==> src/common/kd_pkg.sv <==
// K-d tree search definitions
`default_nettype none

package kd_pkg;

  // Patch geometry
  localparam int DIM_COUNT = 5;                    // Coordinates per patch
  localparam int COORD_W   = 11;                   // Signed coordinate width
  localparam int PATCH_W   = DIM_COUNT * COORD_W;  // 55 bits, coordinate d at [11*d +: 11]

  // Node word as it arrives on node_wdata
  //   [2:0]   dimension index
  //   [10:3]  don't care
  //   [21:11] signed median
  localparam int NODE_W    = 22;
  localparam int IDX_W     = 3;                    // Stored dimension index width
  localparam int IDX_LSB   = 0;                    // Index field position
  localparam int MED_LSB   = 11;                   // Median field low bit
  localparam int MED_MSB   = MED_LSB + COORD_W - 1; // Median field high bit, 21

  // Reset index points past the last dimension
  // Slicing with it yields a zero coordinate
  localparam logic [IDX_W-1:0] IDX_RESET = 3'd7;

  // Leaf index and the path register through the pipeline
  // Tree depth is limited to this width
  localparam int LEAF_W    = 8;

endpackage : kd_pkg

`default_nettype wire

==> src/hdl/kd_load_ctrl.sv <==
// Node load address decoder
`timescale 1ns/1ps
`default_nettype none

module kd_load_ctrl #(
  parameter int DEPTH = 6                         // Tree levels, 1 to 8
) (
  input  wire logic                      clk,
  input  wire logic                      rst_n,
  input  wire logic                      load_en,     // Load window from the host
  input  wire logic                      node_we,     // Node word strobe
  output logic      [DEPTH-1:0]          wr_level,    // One-hot level write enable
  output logic      [kd_pkg::LEAF_W-1:0] wr_offset,   // Node position inside the level
  output logic                           tree_loaded  // Set once every node was written
);

  localparam int NODE_COUNT = (1 << DEPTH) - 1;   // Internal nodes in the tree

  logic                        wr_strobe;          // Accepted write
  logic [kd_pkg::LEAF_W-1:0]   node_addr;          // Breadth-first node counter
  logic [kd_pkg::LEAF_W:0]     addr_p1;            // Heap-style index, root is 1
  logic [DEPTH-1:0]            level_hot;          // Level of the current address
  logic                        last_node;          // Counter sits on the final node

  assign wr_strobe = load_en & node_we;
  assign addr_p1   = {1'b0, node_addr} + 1'b1;
  assign last_node = (node_addr == kd_pkg::LEAF_W'(NODE_COUNT - 1));

  // Level is the position of the leading one in addr_p1
  // Offset drops that leading one
  always_comb begin
    level_hot = '0;
    wr_offset = '0;
    for (int lvl = 0; lvl < DEPTH; lvl++) begin
      if ((addr_p1 >= (kd_pkg::LEAF_W + 1)'(1 << lvl)) &&
          (addr_p1 <  (kd_pkg::LEAF_W + 1)'(2 << lvl))) begin
        level_hot[lvl] = 1'b1;
        wr_offset      = kd_pkg::LEAF_W'(addr_p1 - (kd_pkg::LEAF_W + 1)'(1 << lvl));
      end
    end
  end

  assign wr_level = wr_strobe ? level_hot : '0;    // Only one level sees the strobe

  // Address counter, wraps after the last node
  always_ff @(posedge clk) begin
    if (!rst_n) begin
      node_addr <= '0;
    end else if (wr_strobe) begin
      if (last_node) begin
        node_addr <= '0;                           // Next write sequence starts at the root
      end else begin
        node_addr <= node_addr + 1'b1;
      end
    end
  end

  // Loaded flag, sticky until reset
  always_ff @(posedge clk) begin
    if (!rst_n) begin
      tree_loaded <= 1'b0;
    end else if (wr_strobe && last_node) begin
      tree_loaded <= 1'b1;                         // Rises with the final write
    end
  end

endmodule : kd_load_ctrl

`default_nettype wire

==> src/kd_tree/kd_level.sv <==
// K-d tree pipeline level
`timescale 1ns/1ps
`default_nettype none

module kd_level #(
  parameter int LEVEL = 0                         // Depth of this stage, root is 0
) (
  input  wire logic                       clk,
  input  wire logic                       rst_n,
  input  wire logic                       wr_en,       // Level write strobe from load ctrl
  input  wire logic [kd_pkg::LEAF_W-1:0]  wr_offset,   // Node within this level
  input  wire logic [kd_pkg::NODE_W-1:0]  node_wdata,  // Index and median word
  input  wire logic                       in_valid,    // Patch present at this level
  input  wire logic [kd_pkg::PATCH_W-1:0] in_patch,
  input  wire logic [kd_pkg::LEAF_W-1:0]  in_path,     // Decisions so far, selects the node
  output logic                            out_valid,
  output logic      [kd_pkg::PATCH_W-1:0] out_patch,
  output logic      [kd_pkg::LEAF_W-1:0]  out_path     // Path with this level's decision
);

  localparam int NODES = 1 << LEVEL;              // Nodes held at this depth

  // Node storage, one entry per node in the level
  logic        [kd_pkg::IDX_W-1:0]   idx_mem [NODES];
  logic signed [kd_pkg::COORD_W-1:0] med_mem [NODES];

  // Read side of the current node
  logic        [kd_pkg::IDX_W-1:0]   rd_idx;
  logic signed [kd_pkg::COORD_W-1:0] rd_med;
  logic signed [kd_pkg::COORD_W-1:0] sel_coord;    // Coordinate picked by rd_idx
  logic                              go_right;     // Decision bit, 1 is right

  // Node write, breadth-first order gives the offset
  always_ff @(posedge clk) begin
    if (!rst_n) begin
      for (int n = 0; n < NODES; n++) begin
        idx_mem[n] <= kd_pkg::IDX_RESET;          // Invalid dimension, slices to zero
        med_mem[n] <= '0;
      end
    end else if (wr_en) begin
      for (int n = 0; n < NODES; n++) begin
        if (wr_offset == kd_pkg::LEAF_W'(n)) begin
          idx_mem[n] <= node_wdata[kd_pkg::IDX_LSB +: kd_pkg::IDX_W];
          med_mem[n] <= node_wdata[kd_pkg::MED_MSB:kd_pkg::MED_LSB];
        end
      end
    end
  end

  // Node lookup
  // Path bits above LEVEL are always zero here
  always_comb begin
    rd_idx = kd_pkg::IDX_RESET;
    rd_med = '0;
    for (int n = 0; n < NODES; n++) begin
      if (in_path == kd_pkg::LEAF_W'(n)) begin
        rd_idx = idx_mem[n];
        rd_med = med_mem[n];
      end
    end
  end

  // Coordinate slice
  // Index 5 to 7 leaves the coordinate at zero
  always_comb begin
    sel_coord = '0;
    for (int d = 0; d < kd_pkg::DIM_COUNT; d++) begin
      if (rd_idx == kd_pkg::IDX_W'(d)) begin
        sel_coord = in_patch[d*kd_pkg::COORD_W +: kd_pkg::COORD_W];
      end
    end
  end

  // Signed compare, ties go right
  assign go_right = !(sel_coord < rd_med);

  // Control part of the stage register
  always_ff @(posedge clk) begin
    if (!rst_n) begin
      out_valid <= 1'b0;
      out_path  <= '0;
    end else begin
      out_valid <= in_valid;
      out_path  <= {in_path[kd_pkg::LEAF_W-2:0], go_right}; // Child index at next level
    end
  end

  // Patch payload follows along
  always_ff @(posedge clk) begin
    out_patch <= in_patch;
  end

endmodule : kd_level

`default_nettype wire

==> src/hdl/kd_tree_search.sv <==
// K-d tree search top
`timescale 1ns/1ps
`default_nettype none

module kd_tree_search #(
  parameter int DEPTH = 6                         // Internal node levels, 1 to 8
) (
  input  wire logic                       clk,
  input  wire logic                       rst_n,
  input  wire logic                       load_en,      // Host load window
  input  wire logic                       node_we,      // Node word strobe
  input  wire logic [kd_pkg::NODE_W-1:0]  node_wdata,   // Node word, breadth-first
  input  wire logic                       patch_valid,  // One-cycle patch strobe
  input  wire logic [kd_pkg::PATCH_W-1:0] patch_in,
  output logic                            tree_loaded,  // All nodes written once
  output logic                            result_valid, // Strobe DEPTH cycles after entry
  output logic      [kd_pkg::LEAF_W-1:0]  leaf_index    // Leaf reached by the patch
);

  // Load path
  logic [DEPTH-1:0]          wr_level;            // One-hot, gated by the write strobe
  logic [kd_pkg::LEAF_W-1:0] wr_offset;

  // Pipeline chain, entry g feeds level g
  logic                       valid_chain [DEPTH+1];
  logic [kd_pkg::PATCH_W-1:0] patch_chain [DEPTH+1];
  logic [kd_pkg::LEAF_W-1:0]  path_chain  [DEPTH+1];

  kd_load_ctrl #(
    .DEPTH       (DEPTH)
  ) u_load_ctrl (
    .clk         (clk),
    .rst_n       (rst_n),
    .load_en     (load_en),
    .node_we     (node_we),
    .wr_level    (wr_level),
    .wr_offset   (wr_offset),
    .tree_loaded (tree_loaded)
  );

  // Root sees the raw patch and an empty path
  assign valid_chain[0] = patch_valid;
  assign patch_chain[0] = patch_in;
  assign path_chain[0]  = '0;

  // One level per clock down the tree
  for (genvar g = 0; g < DEPTH; g++) begin : g_level
    kd_level #(
      .LEVEL      (g)
    ) u_level (
      .clk        (clk),
      .rst_n      (rst_n),
      .wr_en      (wr_level[g]),
      .wr_offset  (wr_offset),
      .node_wdata (node_wdata),
      .in_valid   (valid_chain[g]),
      .in_patch   (patch_chain[g]),
      .in_path    (path_chain[g]),
      .out_valid  (valid_chain[g+1]),
      .out_patch  (patch_chain[g+1]),
      .out_path   (path_chain[g+1])
    );
  end

  // Last level's path is the leaf number
  assign result_valid = valid_chain[DEPTH];
  assign leaf_index   = path_chain[DEPTH];

endmodule : kd_tree_search

`default_nettype wire

==> config.mk <==
export PLATFORM = sky130hd
export DESIGN_NAME = kd_tree_search
export DESIGN_NICKNAME = d
export VERILOG_FILES = /design/src/common/kd_pkg.sv /design/src/hdl/kd_load_ctrl.sv /design/src/kd_tree/kd_level.sv /design/src/hdl/kd_tree_search.sv
export SDC_FILE = /design/constraint.sdc
export NUM_CORES = 2
export LEC_CHECK = 0
export ABC_AREA = 1
export CAP_MARGIN = 15
export CORE_AREA = 2 2 313 315
export DETAILED_ROUTE_END_ITERATION = 7
export DIE_AREA = 0 0 315 317
export DONT_BUFFER_PORTS = 1
export PLACE_DENSITY_LB_ADDON = 0.12
export SLEW_MARGIN = 10
export SYNTH_ARGS = -nofsm -noshare
export SYNTH_HDL_FRONTEND = slang
export SYNTH_SLANG_ARGS = --single-unit
==> constraint.sdc <==
create_clock -name clk -period 7.2 [get_ports clk]
set_clock_uncertainty 0.2 [all_clocks]
set_input_delay 1.44 -clock clk [delete_from_list [all_inputs] [get_ports clk]]
set_output_delay 1.44 -clock clk [all_outputs]
set_load 0.005 [all_outputs]
## Word-level counts from Yosys, hierarchy flattened

Memories as Yosys holds them, arrays and structs flattened.
Index checks and enable logic that the tools add are counted.

| cells by class | value |
|---|---|
| add/sub/neg operators | 8 |
| $lt $le $gt $ge | 18 |
| equality and inequality tests | 113 |
| multiplexer cells | 518 |
| bitwise logic cells | 125 |
| reductions and logical operators | 27 |

Operator list:

| operator | number |
|---|---|
| two-way mux 11 bit | 155 |
| two-way mux 3 bit | 125 |
| == test 8 x 5 -> 1 bit (second input constant) | 32 |
| two-way mux 1 bit | 230 |
| == test 8 x 4 -> 1 bit (second input constant) | 24 |
| == test 8 x 3 -> 1 bit (second input constant) | 16 |
| bitwise OR 1 bit | 124 |
| == test 8 x 2 -> 1 bit (second input constant) | 10 |
| less-than comparator 11 bit | 6 |
| two-way mux 8 bit | 7 |
| == test 8 x 1 -> 1 bit (second input constant) | 6 |
| logical NOT 8 bit | 6 |
| == test 3 x 2 -> 1 bit (second input constant) | 12 |
| == test 3 x 1 -> 1 bit (second input constant) | 6 |
| == test 3 bit (second input constant) | 6 |
| logical NOT 3 bit | 6 |
| OR reduction 11 bit | 1 |
| adder 8 x 1 -> 9 bit (second input constant) | 1 |
| >= comparator 9 x 1 -> 1 bit (second input constant) | 1 |
| >= comparator 9 x 2 -> 1 bit (second input constant) | 1 |
| >= comparator 9 x 3 -> 1 bit (second input constant) | 1 |
| >= comparator 9 x 4 -> 1 bit (second input constant) | 1 |
| >= comparator 9 x 5 -> 1 bit (second input constant) | 1 |
| >= comparator 9 x 6 -> 1 bit (second input constant) | 1 |
| 19 further kinds | 30 |

| word-level totals | value |
|---|---|
| bits in registers | 338 |
| memory bits (writable) | 882 |
| input bits | 82 |
| output and inout port bits | 10 |
| memories | 12 |

Memory list:

| memory | depth | width | read ports | clocked after Yosys merged registers in | write ports | RTL line | text |
|---|---|---|---|---|---|---|---|
| g_level[5].u_level.med_mem | 32 | 11 | 32 | 0 | 32 | kd_level.sv:25 | `logic signed [kd_pkg::COORD_W-1:0] med_mem [NODES];` |
| g_level[4].u_level.med_mem | 16 | 11 | 16 | 0 | 16 | kd_level.sv:25 |  |
| g_level[5].u_level.idx_mem | 32 | 3 | 32 | 0 | 32 | kd_level.sv:24 | `logic [kd_pkg::IDX_W-1:0] idx_mem [NODES];` |
| g_level[3].u_level.med_mem | 8 | 11 | 8 | 0 | 8 | kd_level.sv:25 |  |
| g_level[4].u_level.idx_mem | 16 | 3 | 16 | 0 | 16 | kd_level.sv:24 |  |
| g_level[2].u_level.med_mem | 4 | 11 | 4 | 0 | 4 | kd_level.sv:25 |  |
| +6 memories | - | - | - | - | - | - |  |

## Longest topological paths before layout

| logic depth | value |
|---|---|
| word-level depth | 41 |
| gate-level depth with buffers | 45 |

## Modules after synthesis

Synthesis repeated with hierarchy kept, for this count alone.

| unflattened totals | value |
|---|---|
| cell total of the unflattened synthesis | 4967 |
| area, all modules | 52018.6 µm² |

By module, submodules not included:

| module | times used | cells each | area an instance (µm²) |
|---|---|---|---|
| kd_level at g_level[5].u_level | 1 | 1886 | 20935.1 |
| kd_level at g_level[4].u_level | 1 | 1057 | 11529.8 |
| kd_level at g_level[3].u_level | 1 | 670 | 6936.7 |
| kd_level at g_level[2].u_level | 1 | 462 | 4704.5 |
| kd_level at g_level[1].u_level | 1 | 315 | 3313.2 |
| kd_level at g_level[0].u_level | 1 | 276 | 2796.4 |
| kd_load_ctrl | 1 | 300 | 1799.2 |
| kd_tree_search | 1 | 1 | 3.8 |

## Least setup slack after synthesis

No wires, ideal clock.

| timing | value |
|---|---|
| path kind | register -> register |
| from | reg u_load_ctrl.node_addr[0] (netlist bit) |
| to | mem g_level[5].u_level.idx_mem[2][6] (netlist bit) (enable) |
| setup time | 0.404 ns |
| data arrival time | 4.554 ns |
| required time | 6.596 ns |
| slack | 2.041 ns |
| cell stages (with the launch flop) | 32 |
| buffers on the path | 0 |
| period minus slack after synthesis | 5.159 ns |
| path through | dfxtp_1 -> inv_2 -> nor3_2 -> inv_2 -> nor2_2 -> inv_2 -> nor2_2 -> inv_2 -> nand2_1 -> ha_1 -> inv_1 -> nor2_2 -> o21ai_1 -> nand2_1 -> inv_2 -> nor2_2 -> inv_2 -> nor2_2 -> inv_2 -> nor2_2 -> inv_2 -> a21oi_1 -> o21ai_1 -> a21oi_1 -> inv_2 -> nor2_1 -> inv_2 -> nor2_1 -> inv_2 -> nor2_1 -> inv_1 -> o21ai_0 |

RTL lines:

| item | RTL line | text |
|---|---|---|
| start, declared | kd_load_ctrl.sv:20 | `logic [kd_pkg::LEAF_W-1:0] node_addr;` |
| start signal, assigned | kd_load_ctrl.sv:53 | `node_addr <= node_addr + 1'b1;` |
| end, declared | kd_level.sv:24 |  |

## Final worst setup path

| timing | value |
|---|---|
| from | reg g_level[4].u_level.out_path[1] (netlist bit) |
| to | reg g_level[5].u_level.out_path[0] (netlist bit) |

| on the way | value |
|---|---|
| word-level cells in the longest chain between the ends | 41 |
| elaborated cells between the ends (all ways) | 108 |
| classes of those cells | order compare: 1; eq/ne: 35; mux: 69; reduce/logical: 3 |

Ends and longest elaborated chain:

| item | RTL line | text |
|---|---|---|
| start, declared | kd_level.sv:18 | `output logic [kd_pkg::LEAF_W-1:0] out_path` |
| start signal, assigned | kd_level.sv:84 | `out_path <= {in_path[kd_pkg::LEAF_W-2:0], go_right};` |
| logical NOT 8 bit | kd_level.sv:56 | `if (in_path == kd_pkg::LEAF_W'(n)) begin` |
| two-way mux 3 bit (32 in series) | kd_level.sv:56 |  |
| logical NOT 3 bit | kd_level.sv:68 | `if (rd_idx == kd_pkg::IDX_W'(d)) begin` |
| two-way mux 11 bit (5 in series) | kd_level.sv:68 |  |
| less-than comparator 11 bit * | kd_level.sv:75 | `assign go_right = !(sel_coord < rd_med);` |
| logical NOT 1 bit * | kd_level.sv:75 |  |
| end signal, assigned | kd_level.sv:84 |  |
| end, declared | kd_level.sv:18 |  |

Mark *: on every way between the ends. The rest lies on a longest branch, timed or not.
A chain may end at the register's enable or synchronous reset.

==> results.env <==
WL_PER_CELL_UM=22.4
P_COMB_FRAC=0.058
POST-ROUTE-MIN-PERIOD_NS=6.48
FINISH.NET_COUNT=4660
CP-END-KIND='register'
WORST_PATH_MAX_DELAY_CELL='nor2_1'
IR_DROP_V=0.000194
ROW_COUNT=114
TOTAL_POWER_uW=14900
SHARE_CLK_OF_TOTAL_POWER=0.417
PLACE.PORT_BUFFERS=0
TRITONCTS='yes'
DIE_W_UM=315
WORST-ENDPOINT-ARRIVAL_NS=6.87
YOSYS_WARNINGS=0
INITIAL_CORE_UTIL=0.498
SYN_AVG_CELL_AREA_UM2=10.7
SYNTH_ENABLE_FLOP_CELLS=882
CLK_LAT_WORST_SKEW_NS=0.72
IO_PINS=92
CTS_SETUP_BUFFERS=0
WORST_REL_SLEW_SLACK=0.207
WORSTSETUPSTARTPOINTTYPE='register'
P_LEAK_uW=0.0202
POSTSYNTH.TOPFLOPCELL='edfxtp_1'
CLK_TRANSITION_REPORTED_PATHS_NS=0.07
RR_WORST_DEPTH=38
GRT_PASS1_VIAS=30700
FRACTION_OF_THE_MAPPED_NETLIST_AREA_IN_ADDER_CELLS=0.0196
TOTALNEGATIVESETUPSLACK_NS=0
AREAGROWTHSYNTHTOFINISH_PCT=11.3
FINALMAXSLEWVIOLATIONS=0
SYNTH_TOP_FAMILY_BY_AREA='simple AND/OR/NAND/NOR gates'
POST_SYNTH_AND_OR_NAND_NOR_AREA_FRACTION=0.188
MAXIMUM_OPERATING_FREQUENCY_MHz=154
ROUTE.FINAL.WIRE_LENGTH_UM=132000
DESTINATION_OF_THE_WORST_HOLD_PATH='g_level[4].u_level.out_patch[0]$_DFF_P_'
CLK_PATH_BUF_DEPTH=3
VIASPERCELL=5.54
RUN_STATUS='finished, final reports clean'
LEADING_CELL_TYPE_IN_THE_LAYOUT_FILL_AND_TAPS_EXCLUDED='nand2_1'
SWITCHING_SHARE=0.230
CTS.HOLD.BUFFERS_ADDED=0
SETUP_REPAIR_AFTER_GLOBAL_ROUTING_MISSED_ITS_MARGIN='no'
GRT_START_MAX_NET_PINS=108
DIEHEIGHT_UM=317
TRITONCTS_NUM_SINKS=1193
SEQ_POWER_SHARE=0.525
DRIVE_GT1_FRAC=0.0883
POSTSYNTHREGISTERBITS=1193
DETAILEDROUTE.FIRSTITERATIONVIOLATIONS=3616
TIMING_WORST_SLEW_PIN_VALUE_NS=1.18
HOLDPATHSTAGES=0
HTREE_NUM_LEVELS=3
WORST-ENDPOINT-REQUIRED_NS=7.59
SETUP.WORST_PATH.CLASS='reg2reg'
POST_SYNTHESIS_MUX_AREA_SHARE=0.00250
REG2REG_TO='g_level[5].u_level.out_path[0]$_SDFF_PN0_'
SYNTH_CELL_TYPES=66
INITIAL_ANTENNA_VIOLATION_COUNT=2
FINAL_CELL_MIX='1026 x nand2_1, 882 x edfxtp_1, 698 x nor2_1'
PLACED_CELL_AREA_UM2=49400
DPL.HPWL_UM=89200
HOLD_PATH_STARTPOINT='g_level[3].u_level.out_patch[0]$_DFF_P_'
SETUP_VIOL=0
CRITICAL_PATH.MAX_STAGE_DELAY_NS=0.80
POST_SYNTH_INST_COUNT=4505
TRITONCTS.NUM_BUFFERS=120
SYNTH_AREA_UM2=48000
FP.DIEAREA_UM2=99900
CP_COMMON_CELL='nand2_1'
GLOBALROUTE.TOTALOVERFLOW=0
ANT_NETS=0
LAYOUT.CELL_AREA.NON_FILLER_UM2=53400
SYNTH.YOSYS.SEQ_AREA_SHARE=0.682
HOLD_PATH.CLASS='reg2reg'
DRT_FIRST_PASS_ITERS=6
REGTOREGSTARTPOINT='g_level[4].u_level.out_path[1]$_SDFF_PN0_'
GPL.FINAL_WEIGHTED_CONGESTION=0.862
SYNTH_COMPOUND_AREA_FRAC=0.0598
P_PER_AREA_nW_PER_UM2=280
SYNTH-XOR-AREA-SHARE=0.00237
DRC=0
TIMING.FINAL.CRIT_SHARE=0.900
HOLD_VIOL=0
CTS.ROOT.BUFFER_CELL='clkbuf_16'
VIAS=32600
TOTAL_SWITCHING_POWER_uW=3430
GRT_FIRST_PASS_WIRELENGTH_UM=195000
COREAREA_UM2=96300
WORST-R2R-SETUP-SLACK_NS=0.72
P_INT_uW=11500
NUM_ANTENNA_CELLS=0
ASYNC_FLOP_SHARE=0
GRT.TOTAL_USAGE=0.263
MAX_CAP_VIOLATIONS=0
CP_MAX_FO=12
CTS-RESIZED-GATES=0
## cells by family (layout without fill, tap and decap cells)
| family | after synthesis | in the layout |
|---|---|---|
| other cells | 1 | 2 |
| flops | 1193 | 1193 |
| compound gates | 456 | 456 |
| buf+inv | 571 | 674 |
| simple gates | 2184 | 2184 |
| xor+xnor | 13 | 13 |
| mux | 12 | 12 |
| fa+ha+maj | 75 | 75 |
## worst max-delay path, delay by kind of cell (launching register included)
kind                       cells  cell delay [ns]
buffers and inverters          2             0.27
DFF                            1             0.40
and+or+nand+nor               31             4.70
AOI/OAI and AO/OA              4             0.63
adders and majority gates      1             0.17
## through the flow
step / utilization / cells / hold WS [ns] / setup WS [ns]
final: 0.555 / 5885 / 0.134 / 0.717
after global routing: 0.555 / 5885 / 0.145 / 0.0809
after CTS: 0.555 / 5885 / 0.125 / 0.595
after detailed placement: 0.514 / 5657 / 0.139 / 0.676
after global placement: 0.514 / 5657 / 0.137 / 0.721
after floorplan: - / 4506 / 0.124 / 2.04
## per-layer routing
| metal | wire length (µm) | vias to the layer above | global-route usage |
|---|---|---|---|
| met5 | 9 | - | 0 |
| met2 | 59000 | 1230 | 0.399 |
| met3 | 9890 | 188 | 0.0417 |
| li1 | - | 15300 | - |
| met4 | 2640 | 2 | 0.0653 |
| met1 | 60500 | 15900 | 0.397 |
## power by group through the flow
stage	registers (µW)	logic (µW)	clock network [µW]
6_report	7840	871	6230
5_1_grt	7870	953	6570
4_1_cts	7840	871	6300
3_5_place_dp	7990	867	0
3_3_place_gp	7980	862	0
2_1_floorplan	7930	529	0
## sequential cells by signal (all words and copies together), names as in the netlist
signal                     flops
g_level.u_level.out_valid      6
g_level.u_level.out_patch    275
g_level.u_level.med_mem      693
u_load_ctrl.node_addr          8
g_level.u_level.idx_mem      189
u_load_ctrl.tree_loaded        1
g_level.u_level.out_path      21
## area by class of cell
cell class	instances	area [µm²]
clock inverter	61	503
tap	1276	1600
clock buffer	167	3480
sequential	1193	32700
timing repair buffer	88	661
fill	8176	42900
multi-input combinational	2742	13100
inverter	358	1350
## how the worst max path moves through the flow
stage                                                    startpoint                                          to  slack, ns  cells after the start
after detailed placement  g_level[4].u_level.out_path[1]$_SDFF_PN0_   g_level[5].u_level.out_path[0]$_SDFF_PN0_       0.68                     39
final                     g_level[4].u_level.out_path[1]$_SDFF_PN0_   g_level[5].u_level.out_path[0]$_SDFF_PN0_       0.72                     38
after global placement    g_level[4].u_level.out_path[1]$_SDFF_PN0_   g_level[5].u_level.out_path[0]$_SDFF_PN0_       0.72                     38
after CTS                 g_level[4].u_level.out_path[1]$_SDFF_PN0_   g_level[5].u_level.out_path[0]$_SDFF_PN0_       0.59                     39
after global routing      g_level[4].u_level.out_path[1]$_SDFF_PN0_   g_level[5].u_level.out_path[0]$_SDFF_PN0_       0.08                     41
after floorplan               u_load_ctrl.node_addr[0]$_SDFFE_PN0P_  g_level[5].u_level.idx_mem[2][6]$_DFFE_PP_       2.04                     31
## Yosys cell counts (3+ instances only)
library cell | n | area (µm²)
o22ai_1 | 25 | 156
nand3_1 | 239 | 1200
mux2i_1 | 12 | 120
nor2_2 | 26 | 163
nor4_1 | 4 | 25.0
a211oi_1 | 6 | 45.0
nor2_1 | 698 | 2620
buf_1 | 7 | 26.3
a32o_1 | 18 | 180
a221oi_1 | 66 | 578
inv_2 | 39 | 146
a21oi_1 | 174 | 871
dfxtp_1 | 311 | 6230
nand2_4 | 3 | 33.8
nand2_1 | 1037 | 3890
clkbuf_1 | 184 | 691
edfxtp_1 | 882 | 26500
nand2_2 | 3 | 18.8
or2_2 | 34 | 213
a221o_1 | 3 | 30.0
nor3_1 | 25 | 125
a32oi_1 | 12 | 105
nand4_1 | 103 | 644
a2111o_1 | 3 | 33.8
o31ai_1 | 4 | 30.0
clkinv_1 | 8 | 30.0
buf_4 | 4 | 30.0
ha_1 | 75 | 938
xnor2_1 | 6 | 52.6
a31oi_1 | 5 | 31.3
o21ai_0 | 106 | 531
buf_2 | 17 | 85.1
o21ai_1 | 8 | 40.0
xor2_1 | 7 | 61.3
inv_1 | 310 | 1160
o21a_1 | 4 | 30.0
Note: power is estimated with default switching activity, not from simulation.
